### src/smpc_macros.svh
`ifndef SMPC_MACROS_SVH
`define SMPC_MACROS_SVH

// Host bus word addresses
`define SMPC_A_IREG0      6'h00
`define SMPC_A_COMREG     6'h0F
`define SMPC_A_OREG0      6'h10
`define SMPC_A_SR         6'h30
`define SMPC_A_SF         6'h31

// Sequencer wait times in clock cycles
`define SMPC_ACCEPT_WAIT  16'd60
`define SMPC_WAIT_PWR     16'd60
`define SMPC_WAIT_CD      16'd100
`define SMPC_WAIT_NMI     16'd70
`define SMPC_WAIT_TIME    16'd220
`define SMPC_STATUS_GAP   16'd50

`define SMPC_OREG_DEPTH   32
`define SMPC_OREG_LAST    5'd31

`endif

### src/smpc_cmd_pkg.sv
package smpc_cmd_pkg;

	typedef enum logic [7:0] {
		MSHON   = 8'h00,
		SSHON   = 8'h02,
		SSHOFF  = 8'h03,
		SNDON   = 8'h06,
		SNDOFF  = 8'h07,
		CDON    = 8'h08,
		CDOFF   = 8'h09,
		INTBACK = 8'h10,
		SETTIME = 8'h16,
		NMIREQ  = 8'h18,
		RESENAB = 8'h19,
		RESDISA = 8'h1A
	} cmd_code_t;

	typedef enum logic [2:0] {
		IDLE,
		WAIT,
		COMMAND,
		STATUS,
		EXEC,
		END
	} seq_state_t;

	// IREG0 to IREG6
	typedef logic [7:0] ireg_t [7];

endpackage

### src/smpc_rtc_pkg.sv
package smpc_rtc_pkg;

	// Calendar as seen by INTBACK with year first
	typedef struct packed {
		logic [15:0] year;  // BCD
		logic [3:0]  wday;
		logic [3:0]  month; // Binary 1 to 12
		logic [7:0]  days;
		logic [7:0]  hour;
		logic [7:0]  min;
		logic [7:0]  sec;
	} rtc_time_t;

endpackage

### src/smpc_if.sv
`timescale 1ns/1ps

interface smpc_cmd_if;
	import smpc_cmd_pkg::*;

	logic       cmd_valid;
	logic       cmd_ready;
	cmd_code_t  cmd_code;
	ireg_t      ireg;
	logic       done;
	logic [7:0] sr;

	modport regs (output cmd_valid, cmd_code, ireg, input cmd_ready, done, sr);
	modport seq (input cmd_valid, cmd_code, ireg, output cmd_ready, done, sr);
endinterface

interface smpc_oreg_if;
	logic       we;
	logic [4:0] waddr;
	logic [7:0] wdata;
	logic [4:0] raddr;
	logic [7:0] rdata;

	modport wr (output we, waddr, wdata);
	modport mem (input we, waddr, wdata, raddr, output rdata);
	modport rd (output raddr, input rdata);
endinterface

### src/smpc_host_regs.sv
`timescale 1ns/1ps
`include "smpc_macros.svh"

module smpc_host_regs (
	input  logic       CLK,
	input  logic       RST_N,
	input  logic [5:0] bus_addr,
	input  logic [7:0] bus_wdata,
	input  logic       bus_wr,
	input  logic       bus_rd,
	output logic [7:0] bus_rdata,
	smpc_cmd_if.regs   cmd,
	smpc_oreg_if.rd    oreg
);
	import smpc_cmd_pkg::*;

	ireg_t      ireg;
	cmd_code_t  comreg;
	logic       pending;
	logic       sf;
	logic [7:0] sr;
	logic [5:0] ireg_idx;
	logic [5:0] oreg_off;
	logic       oreg_hit;

	assign ireg_idx = bus_addr - `SMPC_A_IREG0;
	assign oreg_off = bus_addr - `SMPC_A_OREG0;
	assign oreg_hit = (bus_addr >= `SMPC_A_OREG0) &&
		(bus_addr <= `SMPC_A_OREG0 + `SMPC_OREG_LAST);

	assign oreg.raddr = oreg_off[4:0];
	assign cmd.cmd_valid = pending;
	assign cmd.cmd_code = comreg;
	assign cmd.ireg = ireg;

	always_ff @(posedge CLK) begin
		if (bus_wr && ireg_idx < 6'd7)
			ireg[ireg_idx[2:0]] <= bus_wdata;
		if (bus_wr && bus_addr == `SMPC_A_COMREG)
			comreg <= cmd_code_t'(bus_wdata); // Unknown codes kept as is
	end

	always_ff @(posedge CLK or negedge RST_N) begin
		if (!RST_N) begin
			pending <= 1'b0;
			sf <= 1'b0;
			sr <= 8'h00;
		end else begin
			if (cmd.cmd_valid && cmd.cmd_ready)
				pending <= 1'b0;
			if (cmd.done) begin
				sf <= 1'b0;
				sr <= cmd.sr;
			end
			if (bus_wr && bus_addr == `SMPC_A_COMREG)
				pending <= 1'b1;  // Later write replaces a pending code
			if (bus_wr && bus_addr == `SMPC_A_SF && bus_wdata[0])
				sf <= 1'b1;
		end
	end

	always_ff @(posedge CLK or negedge RST_N) begin
		if (!RST_N)
			bus_rdata <= 8'h00;
		else if (bus_rd) begin
			if (oreg_hit)
				bus_rdata <= oreg.rdata;
			else if (bus_addr == `SMPC_A_SR)
				bus_rdata <= sr;
			else if (bus_addr == `SMPC_A_SF)
				bus_rdata <= {7'b1111000, sf};
			else
				bus_rdata <= 8'h00;
		end
	end

endmodule

### src/smpc_oreg_ram.sv
`timescale 1ns/1ps
`include "smpc_macros.svh"

module smpc_oreg_ram #(
	parameter int DEPTH = `SMPC_OREG_DEPTH
) (
	input  logic     CLK,
	smpc_oreg_if.mem oreg
);

	logic [7:0] mem [DEPTH];

	always_ff @(posedge CLK) begin
		if (oreg.we)
			mem[oreg.waddr] <= oreg.wdata;
	end

	// Host side reads without a clock
	assign oreg.rdata = mem[oreg.raddr];

endmodule

### src/smpc_cmd_seq.sv
`timescale 1ns/1ps
`include "smpc_macros.svh"

module smpc_cmd_seq (
	input  logic                     CLK,
	input  logic                     RST_N,
	smpc_cmd_if.seq                  cmd,
	smpc_oreg_if.wr                  oreg,
	input  logic [3:0]               ac,
	input  smpc_rtc_pkg::rtc_time_t  rtc_now,
	output logic                     rtc_load,
	output smpc_rtc_pkg::rtc_time_t  rtc_set,
	output logic                     mshres_n,
	output logic                     mshnmi_n,
	output logic                     sshres_n,
	output logic                     sshnmi_n,
	output logic                     sndres_n,
	output logic                     cdres_n,
	output logic                     mirq_n
);
	import smpc_cmd_pkg::*;

	seq_state_t  state;
	seq_state_t  next_st;
	logic [15:0] wait_cnt;
	logic [4:0]  oreg_cnt;
	cmd_code_t   code_q;
	logic        resd;
	logic        ste;
	logic [7:0]  sr_q;
	logic [7:0]  status_byte;
	logic        status_req;

	assign cmd.cmd_ready = (state == IDLE);
	assign cmd.done = (state == END);
	assign cmd.sr = sr_q;
	assign status_req = (cmd.ireg[2] == 8'hF0) && cmd.ireg[0][0];

	// IREG0:IREG1 year, IREG2 wday/month, IREG3..6 days to sec
	assign rtc_set = {cmd.ireg[0], cmd.ireg[1], cmd.ireg[2], cmd.ireg[3],
		cmd.ireg[4], cmd.ireg[5], cmd.ireg[6]};
	assign rtc_load = (state == EXEC) && (code_q == SETTIME);

	always_comb begin
		case (oreg_cnt)
			5'd0:    status_byte = {ste, resd, 6'b000000};
			5'd1:    status_byte = rtc_now.year[15:8];
			5'd2:    status_byte = rtc_now.year[7:0];
			5'd3:    status_byte = {rtc_now.wday, rtc_now.month};
			5'd4:    status_byte = rtc_now.days;
			5'd5:    status_byte = rtc_now.hour;
			5'd6:    status_byte = rtc_now.min;
			5'd7:    status_byte = rtc_now.sec;
			5'd9:    status_byte = {4'b0000, ac};
			5'd10:   status_byte = {4'b0011, ~mshnmi_n, 2'b11, ~sndres_n};
			5'd11:   status_byte = {1'b0, ~cdres_n, 6'b000000};
			default: status_byte = 8'h00;
		endcase
	end

	assign oreg.we = (state == STATUS) || (state == EXEC);
	assign oreg.waddr = (state == EXEC) ? `SMPC_OREG_LAST : oreg_cnt;
	assign oreg.wdata = (state == EXEC) ? code_q : status_byte; // Code echo in OREG31

	always_ff @(posedge CLK) begin
		if (cmd.cmd_valid && cmd.cmd_ready)
			code_q <= cmd.cmd_code;
	end

	always_ff @(posedge CLK or negedge RST_N) begin
		if (!RST_N) begin
			state <= IDLE;
			next_st <= IDLE;
			wait_cnt <= 16'd0;
			oreg_cnt <= 5'd0;
			resd <= 1'b1;
			ste <= 1'b0;
			sr_q <= 8'h00;
			mshres_n <= 1'b0;
			mshnmi_n <= 1'b0;
			sshres_n <= 1'b0;
			sshnmi_n <= 1'b0;
			sndres_n <= 1'b0;
			cdres_n <= 1'b0;
			mirq_n <= 1'b1;
		end else begin
			case (state)
				IDLE: if (cmd.cmd_valid) begin
					oreg_cnt <= 5'd0;
					wait_cnt <= `SMPC_ACCEPT_WAIT;
					next_st <= COMMAND;
					state <= WAIT;
				end
				WAIT: begin
					wait_cnt <= wait_cnt - 16'd1;
					if (wait_cnt <= 16'd1)
						state <= next_st;
				end
				COMMAND: begin
					next_st <= EXEC;
					state <= WAIT;
					case (code_q)
						MSHON, SSHON, SSHOFF, SNDON, SNDOFF: wait_cnt <= `SMPC_WAIT_PWR;
						CDON, CDOFF:               wait_cnt <= `SMPC_WAIT_CD;
						NMIREQ, RESENAB, RESDISA:  wait_cnt <= `SMPC_WAIT_NMI;
						SETTIME:                   wait_cnt <= `SMPC_WAIT_TIME;
						INTBACK: state <= status_req ? STATUS : END;
						default: state <= EXEC;  // Unknown code only echoed
					endcase
				end
				STATUS: begin
					oreg_cnt <= oreg_cnt + 5'd1;
					wait_cnt <= `SMPC_STATUS_GAP;
					next_st <= (oreg_cnt == 5'd15) ? EXEC : STATUS;
					state <= WAIT;
				end
				EXEC: begin
					state <= END;
					case (code_q)
						MSHON: begin
							mshres_n <= 1'b1;
							mshnmi_n <= 1'b1;
						end
						SSHON: begin
							sshres_n <= 1'b1;
							sshnmi_n <= 1'b1;
						end
						SSHOFF:  sshres_n <= 1'b0;
						SNDON:   sndres_n <= 1'b1;
						SNDOFF:  sndres_n <= 1'b0;
						CDON:    cdres_n <= 1'b1;
						CDOFF:   cdres_n <= 1'b0;
						NMIREQ:  mshnmi_n <= 1'b0;  // Released again in END
						RESENAB: resd <= 1'b0;
						RESDISA: resd <= 1'b1;
						SETTIME: ste <= 1'b1;
						INTBACK: begin
							sr_q <= 8'h4F;
							mirq_n <= 1'b0;
						end
						default: ;
					endcase
				end
				END: begin
					mirq_n <= 1'b1;
					if (code_q == NMIREQ)
						mshnmi_n <= 1'b1;
					state <= IDLE;
				end
				default: state <= IDLE;
			endcase
		end
	end

endmodule

### src/smpc_rtc.sv
`timescale 1ns/1ps

module smpc_rtc #(
	parameter int TICKS_PER_SEC = 4000000
) (
	input  logic                    CLK,
	input  logic                    RST_N,
	input  logic                    load,
	input  smpc_rtc_pkg::rtc_time_t set_time,
	output smpc_rtc_pkg::rtc_time_t now
);
	import smpc_rtc_pkg::*;

	localparam int DIV_W = $clog2(TICKS_PER_SEC);
	localparam logic [DIV_W-1:0] DIV_LAST = DIV_W'(TICKS_PER_SEC - 1);
	localparam rtc_time_t RESET_TIME = {16'h2024, 4'h0, 4'd1, 8'h01, 8'h00, 8'h00, 8'h00};

	logic [DIV_W-1:0] div_cnt;
	logic             sec_tick;
	logic             sec_wrap;
	logic             min_wrap;
	logic             hour_wrap;
	logic             day_wrap;
	logic             month_wrap;
	logic [7:0]       last_day;
	logic [15:0]      year_inc;

	function automatic logic [7:0] bcd_inc(input logic [7:0] v);
		if (v[3:0] == 4'd9)
			return {v[7:4] + 4'd1, 4'd0};
		return {v[7:4], v[3:0] + 4'd1};
	endfunction

	always_comb begin
		case (now.month)
			4'd2:                      last_day = 8'h28;
			4'd4, 4'd6, 4'd9, 4'd11:  last_day = 8'h30;
			default:                   last_day = 8'h31;
		endcase
	end

	// Carry chain settles in the tick cycle
	assign sec_tick = (div_cnt == DIV_LAST);
	assign sec_wrap = sec_tick && now.sec == 8'h59;
	assign min_wrap = sec_wrap && now.min == 8'h59;
	assign hour_wrap = min_wrap && now.hour == 8'h23;
	assign day_wrap = hour_wrap && now.days == last_day;
	assign month_wrap = day_wrap && now.month == 4'd12;

	assign year_inc[7:0] = (now.year[7:0] == 8'h99) ? 8'h00 : bcd_inc(now.year[7:0]);
	assign year_inc[15:8] = (now.year[7:0] == 8'h99) ? bcd_inc(now.year[15:8]) :
		now.year[15:8];

	always_ff @(posedge CLK or negedge RST_N) begin
		if (!RST_N) begin
			div_cnt <= '0;
			now <= RESET_TIME;
		end else if (load) begin
			div_cnt <= '0;  // First second counts from the load
			now <= set_time;
		end else begin
			div_cnt <= sec_tick ? '0 : div_cnt + 1'b1;
			if (sec_tick)
				now.sec <= sec_wrap ? 8'h00 : bcd_inc(now.sec);
			if (sec_wrap)
				now.min <= min_wrap ? 8'h00 : bcd_inc(now.min);
			if (min_wrap)
				now.hour <= hour_wrap ? 8'h00 : bcd_inc(now.hour);
			if (hour_wrap)
				now.days <= day_wrap ? 8'h01 : bcd_inc(now.days);
			if (day_wrap)
				now.month <= month_wrap ? 4'd1 : now.month + 4'd1;
			if (month_wrap)
				now.year <= year_inc;
		end
	end

endmodule

### src/smpc_top.sv
`timescale 1ns/1ps
`include "smpc_macros.svh"

module smpc_top #(
	parameter int TICKS_PER_SEC = 4000000
) (
	input  logic       CLK,
	input  logic       RST_N,
	input  logic [5:0] bus_addr,
	input  logic [7:0] bus_wdata,
	input  logic       bus_wr,
	input  logic       bus_rd,
	output logic [7:0] bus_rdata,
	input  logic [3:0] ac,
	output logic       mshres_n,
	output logic       mshnmi_n,
	output logic       sshres_n,
	output logic       sshnmi_n,
	output logic       sndres_n,
	output logic       cdres_n,
	output logic       mirq_n
);
	import smpc_rtc_pkg::*;

	rtc_time_t rtc_now;
	rtc_time_t rtc_set;
	logic      rtc_load;

	smpc_cmd_if  cmd_bus ();
	smpc_oreg_if oreg_bus ();

	smpc_host_regs u_host_regs (
		.CLK(CLK), .RST_N(RST_N),
		.bus_addr(bus_addr), .bus_wdata(bus_wdata),
		.bus_wr(bus_wr), .bus_rd(bus_rd), .bus_rdata(bus_rdata),
		.cmd(cmd_bus), .oreg(oreg_bus)
	);

	smpc_oreg_ram #(.DEPTH(`SMPC_OREG_DEPTH)) u_oreg_ram (.CLK(CLK), .oreg(oreg_bus));

	smpc_cmd_seq u_cmd_seq (
		.CLK(CLK), .RST_N(RST_N), .cmd(cmd_bus), .oreg(oreg_bus), .ac(ac),
		.rtc_now(rtc_now), .rtc_load(rtc_load), .rtc_set(rtc_set),
		.mshres_n(mshres_n), .mshnmi_n(mshnmi_n), .sshres_n(sshres_n),
		.sshnmi_n(sshnmi_n), .sndres_n(sndres_n), .cdres_n(cdres_n), .mirq_n(mirq_n)
	);

	smpc_rtc #(.TICKS_PER_SEC(TICKS_PER_SEC)) u_rtc (
		.CLK(CLK), .RST_N(RST_N), .load(rtc_load), .set_time(rtc_set), .now(rtc_now)
	);

endmodule

### config.mk
export PLATFORM = sky130hd
export DESIGN_NAME = smpc_top
export DESIGN_NICKNAME = d
export VERILOG_FILES = /design/src/smpc_cmd_pkg.sv /design/src/smpc_rtc_pkg.sv /design/src/smpc_if.sv /design/src/smpc_host_regs.sv /design/src/smpc_oreg_ram.sv /design/src/smpc_cmd_seq.sv /design/src/smpc_rtc.sv /design/src/smpc_top.sv
export VERILOG_INCLUDE_DIRS = /design/src
export SDC_FILE = /design/constraint.sdc
export NUM_CORES = 1
export LEC_CHECK = 0
export ABC_CLOCK_PERIOD_IN_PS = 5760
export BUFFER_PORTS_ARGS = -buffer_cell sky130_fd_sc_hd__buf_2
export CORE_MARGIN = 8
export CORE_UTILIZATION = 60
export CTS_BUF_LIST = sky130_fd_sc_hd__clkbuf_4 sky130_fd_sc_hd__clkbuf_8
export DETAILED_ROUTE_END_ITERATION = 8
export PLACE_DENSITY = 0.84
export SLEW_MARGIN = 20
export SYNTH_ARGS = -nofsm -noshare
export SYNTH_HDL_FRONTEND = slang
export SYNTH_SLANG_ARGS = --single-unit
export TNS_END_PERCENT = 10
### constraint.sdc
create_clock -name CLK -period 5.76 [get_ports CLK]
set_input_delay 0.288 -clock CLK [delete_from_list [all_inputs] [get_ports CLK]]
set_output_delay 0.288 -clock CLK [all_outputs]
set_load 0.1 [all_outputs]
======== After elaboration in Yosys (flattened, before gate mapping) ========
Memory sizes are Yosys's and may differ from the RTL's.
Index checks and enable logic that the tools add are counted.
cells by class
  add/subtract/negate cells ............... 17
  order comparisons ....................... 6
  eq/ne operators ......................... 55
  mux-type cells .......................... 81
  bitwise logic cells ..................... 4
  reduce and logical (&&, ||, !) cells .... 67
operator list
  kind                                                                    count
  8-bit 2-to-1 mux                                                        27
  16-bit one-hot mux with 4 select lines                                  2
  8-bit one-hot mux with 11 select lines                                  1
  56-bit bitwise mux                                                      1
  4-bit by 1-bit adder with 4-bit output (second input constant)          13
  16-bit 2-to-1 mux                                                       3
  22-bit 2-to-1 mux                                                       2
  8-bit by 5-bit equality test with 1-bit output (second input constant)  5
  4-bit equality test (second input constant)                             9
  36-bit 2-to-1 mux                                                       1
  2-bit AND reduction                                                     18
  2-bit nonzero test                                                      16
  8-bit demux with 3-bit select                                           1
  22-bit by 1-bit adder with 22-bit output (second input constant)        1
  22-bit equality test (second input constant)                            1
  1-bit 2-to-1 mux                                                        22
  5-bit by 3-bit equality test with 1-bit output (second input constant)  4
  5-bit by 4-bit equality test with 1-bit output (second input constant)  4
  5-bit one-hot mux with 2 select lines                                   2
  3-bit nonzero test                                                      6
  8-bit by 2-bit equality test with 1-bit output (second input constant)  2
  8-bit by 3-bit equality test with 1-bit output (second input constant)  2
  8-bit by 4-bit equality test with 1-bit output (second input constant)  2
  8-bit by 7-bit equality test with 1-bit output (second input constant)  2
  other kinds (46)                                                        83
storage, ports and cells
  flip-flop bits (word level) ............. 198
  memory bits (writable) .................. 256
  bits of input ports ..................... 22
  output and inout bits ................... 15
  logic and storage cells ................. 273
  memories kept ........................... 1
memory list
  memory          words  bits a word  read ports  clocked after Yosys merged registers in  wr ports  line                 RTL
  u_oreg_ram.mem  32     8            1           0                                        1         smpc_oreg_ram.sv:11  logic [7:0] mem [DEPTH];

======== Longest topological paths before layout ========
  word-level depth ........................ 10
  mapped depth ............................ 10
  depth with buffers taken out ............ 8

======== Modules after synthesis ========
A second synthesis with hierarchy kept.
second synthesis, totals
  cells, all modules ...................... 1527
  area total of the unflattened synthesis .. 21226.6 µm²
by module, submodules not included
  module          instances  cells each  area each (µm²)  seq. area each (µm²)
  smpc_oreg_ram   1          409         9893.2           7687.4
  smpc_rtc        1          532         4753.3           1958.1
  smpc_cmd_seq    1          432         3729.8           1168.6
  smpc_host_regs  1          154         2850.2           2372.3

======== Worst setup path after synthesis ========
No wires, ideal clock.
  path type ............................... input -> register
  start point ............................. input port bus_addr[0]
  end point ............................... register u_host_regs.ireg (netlist bit u_host_regs.cmd.ireg[40]) (enable)
  library setup time ...................... 383 ps
  arrival time ............................ 2840 ps
  required time ........................... 5377 ps
  path slack .............................. 2537 ps
  stages on the path ...................... 7
  buffers on the path ..................... 5
  cell sequence ........................... buf_2 buf_1 buf_1 buf_2 clkbuf_1 nand4_1 nor3_1
on the way
  word-level cells in the longest chain between the ends .. 2
ends and longest elaborated chain
  what                                                   line                  RTL
  from (decl)                                            smpc_top.sv:9         input logic [5:0] bus_addr,
  6-bit by 3-bit less-than comparator with 1-bit output  smpc_host_regs.sv:37  if (bus_wr && ireg_idx < 6'd7)
  1-bit logical AND                                      smpc_host_regs.sv:37
  to (signal, indexed assignment)                        smpc_host_regs.sv:38  ireg[ireg_idx[2:0]] <= bus_wdata;
  to (decl)                                              smpc_host_regs.sv:17  ireg_t ireg;
No other way between the ends.
A chain may end at the register's enable or synchronous reset.

======== Worst setup path after layout ========
  start point ............................. register u_cmd_seq.oreg_cnt[3]
  end point ............................... memory u_oreg_ram.mem[9][4], data pin
on the way
  word-level cells in the longest chain between the ends .. 3
  elaborated cells between the ends (all ways) .. 13
  those cells by class .................... eq/ne (10); mux (2); reduce/logical (1)
ends and longest elaborated chain
  what                                                                          line                 RTL
  from (decl)                                                                   smpc_cmd_seq.sv:26   logic [4:0] oreg_cnt;
  from (signal assigned)                                                        smpc_cmd_seq.sv:112  oreg_cnt <= oreg_cnt + 5'd1;
  5-bit by 4-bit equality test with 1-bit output, or another cell as far along  smpc_cmd_seq.sv:45   case (oreg_cnt)
  8-bit one-hot mux with 11 select lines (*)                                    smpc_cmd_seq.sv:45
  8-bit 2-to-1 mux (*)                                                          smpc_cmd_seq.sv:63   assign oreg.wdata = (state == EXEC) ? code_q : status_byte;
  named net oreg_bus.wdata[4]                                                   smpc_if.sv:20        logic [7:0] wdata;
  to (decl)                                                                     smpc_oreg_ram.sv:11
The timed path passes the listed nets; every way through them passes the cells marked *.

==> reports/qor.yml <==
avgViaCountPerCell: 6.60
r2r_cells: 5
core_area_um2: 33400
placementRows: 67
htreeDepth: 3
ctsResizeCount: 0
cts_sinks: 454
path_max_fanout: 32
io_pins: 37
tightest_slew_ns: 1.19
synth.most_common_cell: "edfxtp_1"
r2r_setup_slack_ns: 1.72
min_to: "u_host_regs.cmd.ireg[43]"
crit_path_start_kind: "flop"
fin_crit_sh_pct: 70.2
die_w_um: 200
cpPeakStageDelay_ns: 0.95
cts_tree: "built"
relSlewSlack_pct: 20.6
wl_per_cell_um: 25.3
synth_seq_area_share_pct: 64.1
synth-simple-area-share_pct: 12.5
r2r_end: "u_oreg_ram.mem[9][4]"
synth_top_family_by_area: "simple AND/OR/NAND/NOR gates"
grt_pass1_wl_um: 80500
cp-end-kind: "flop"
skew_ns: 0.0392
rsz0062_at_grt: "false"
fill_cells: 2230
hp-start: "bus_wdata[3]"
final.min_clock_period_ns: 4.04
synth_top_flop_cell: "edfxtp_1"
drtIter0Drc: 1768
yosys.area_share.adder_pct: 2.16
grt_pass1_vias: 13700
place_area_um2: 21000
finalNetCount: 1654
netlist-cell-type-count: 78
cts_buffers: 74
drv_slew: 0
post-route-cell-area_um2: 22600
syn_to_final_growth_pct: 11.4
tns_ns: 0
yosysTopAreaCell: "edfxtp_1"
drcViolationCount: 0
cts_buffer_depth: 3
root_buffer: "clkbuf_8"
vias: 13900
peakVddDrop_mv: 0.283
grt_overflow_total: 0
power.leakage_nw: 8.12
reg2reg_from: "u_cmd_seq.oreg_cnt[3]"
cp.arrival_ns: 4.33
crit_top_cell: "nor2b_1"
synth-compound-area-share_pct: 9.06
syn_avg_cell_area_um2: 13.3
setup_violations: 0
synth_top_area_share_pct: 48.5
cts.clk_slew.worst_paths_ns: 0.06
final_layout_size_suffix_gt1_share_pct: 18.2
die_area_um2: 40000
yosys-top-cells-count: "edfxtp_1, nor2_1, nand2_1"
crit_chain: "nor2b_1 > nor2b_1 > a2111oi_0 > a21oi_1 > a22o_1"
critPathTopFamily: "compound AO/OA/AOI/OAI gates"
synthArstFlopShare_pct: 27.8
synthCells: 1524
initial_core_util_pct: 60.7
required_ns: 6.05
synthMuxAreaShare_pct: 8.98
synthesis.area_um2: 20300
synth_area_leaders: "edfxtp_1, dfrtp_1, mux4_2"
portBuffers: 36
yosys_warnings: 0
outcome: "finished clean"
final-hold-violation-count: 0
max_cap_violations: 0
cp_slowest_cell: "a22o_1"
grt_max_degree: 77
crit_buf_inv: 0
cellPowerDensity_nw_per_um2: 293
clkLatencyLatePin_ns: 0.65
synth_xor_area_share_pct: 1.08
grtUsageTotal_pct: 27.2
whs_path_depth: 1
ys_ff_latch: 454
fmax_ghz: 0.247
ant_nets: 0
place_hpwl_um: 33700
place_congestion: 0.917
antenna_found_initial: 0
min_path_type: "in -> reg"
finalWirelength_um: 53300
worst-setup-path-type: "reg -> reg"
firstDrtPassIters: 8
synth-edff-count: 328
dieHeight_um: 200
syn_nets: 1581
-- cell usage in the layout, fill, tap and decap left out, types with 16 or more instances in the layout --
cell type,instances
a21oi_1,61
buf_4,31
ha_1,35
xnor2_1,16
o21ai_0,65
mux4_2,64
a31oi_1,27
nand2_1,125
nor2_1,156
nand2b_1,27
clkbuf_8,78
nor3_1,33
clkbuf_4,24
mux2i_1,27
edfxtp_1,328
nand3_1,45
inv_1,42
dfrtp_1,119
buf_2,34
-- worst max path at each step --
stage / from / endpoint / slack (ns) / cells after the start
floorplan: bus_addr[0] / u_host_regs.cmd.ireg[40] / 2.54 / 7
global placement: u_cmd_seq.oreg_cnt[3] / u_oreg_ram.mem[2][1] / 2.10 / 5
detailed placement: u_cmd_seq.oreg_cnt[3] / u_oreg_ram.mem[4][4] / 1.88 / 5
CTS: u_cmd_seq.oreg_cnt[3] / u_oreg_ram.mem[20][1] / 1.91 / 5
global route: u_cmd_seq.oreg_cnt[3] / u_oreg_ram.mem[18][4] / 1.59 / 5
finish: u_cmd_seq.oreg_cnt[3] / u_oreg_ram.mem[9][4] / 1.72 / 5
-- where the power goes --
group	internal, mW	switching [mW]	total, mW
clock	1.65	1.29	2.94
combinational	0.0444	0.149	0.194
sequential	3.49	0.00749	3.50
-- per-stage QoR --
stage | power [mW] | hold slack [ns] | utilization, % | setup WS (ns) | instances
2_1_floorplan | 3.68 | -0.00759 | - | 2.54 | 1524
3_3_place_gp | 3.75 | 0.271 | 62.8 | 2.10 | 1967
3_5_place_dp | 3.76 | 0.267 | 62.9 | 1.88 | 1967
4_1_cts | 6.65 | 0.0192 | 67.6 | 1.91 | 2104
5_1_grt | 6.81 | 0.0250 | 67.7 | 1.59 | 2104
6_report | 6.63 | 0.0501 | 67.7 | 1.72 | 2106
-- flip-flops by register name, summed over array words and instances (netlist names), 3 cells and up --
name / count
u_rtc.div_cnt: 22
u_oreg_ram.mem: 256
u_cmd_seq.state: 3
u_cmd_seq.wait_cnt: 16
u_cmd_seq.code_q: 8
u_host_regs.cmd.ireg: 56
u_cmd_seq.oreg_cnt: 5
u_host_regs.cmd.cmd_code: 8
u_rtc.now: 56
u_cmd_seq.next_st: 3
u_host_regs.bus_rdata: 8
-- layout make-up --
type | count | area, um^2 | share of cell area, %
Sequential cell | 454 | 13000 | 57.5
Multi-Input combinational cell | 956 | 6900 | 30.5
Clock buffer | 102 | 1250 | 5.54
Tap cell | 448 | 561 | 2.48
Timing Repair Buffer | 69 | 445 | 1.97
Clock inverter | 33 | 299 | 1.32
Inverter | 42 | 158 | 0.697
Antenna cell | 2 | 5.00 | 0.0221
-- routing by layer --
metal	track usage (%)	part of all wire [%]
met1	35.2	37
met4	13.1	4.6
met3	6.94	12
met2	42.7	47
met5	0	0
-- timing repair --
| action | CTS | global route |
|---|---|---|
| buffers inserted | 0 | 0 |
| hold buffers | 2 | 0 |
| hold endpoints to repair | 51 | 0 |
-- logic make-up after synthesis --
family | after synthesis
xor+xnor | 25
fa+ha+maj | 35
buf+inv | 114
compound gates | 279
flops | 454
mux | 101
simple gates | 516
Power figures use the tool's default switching activity.
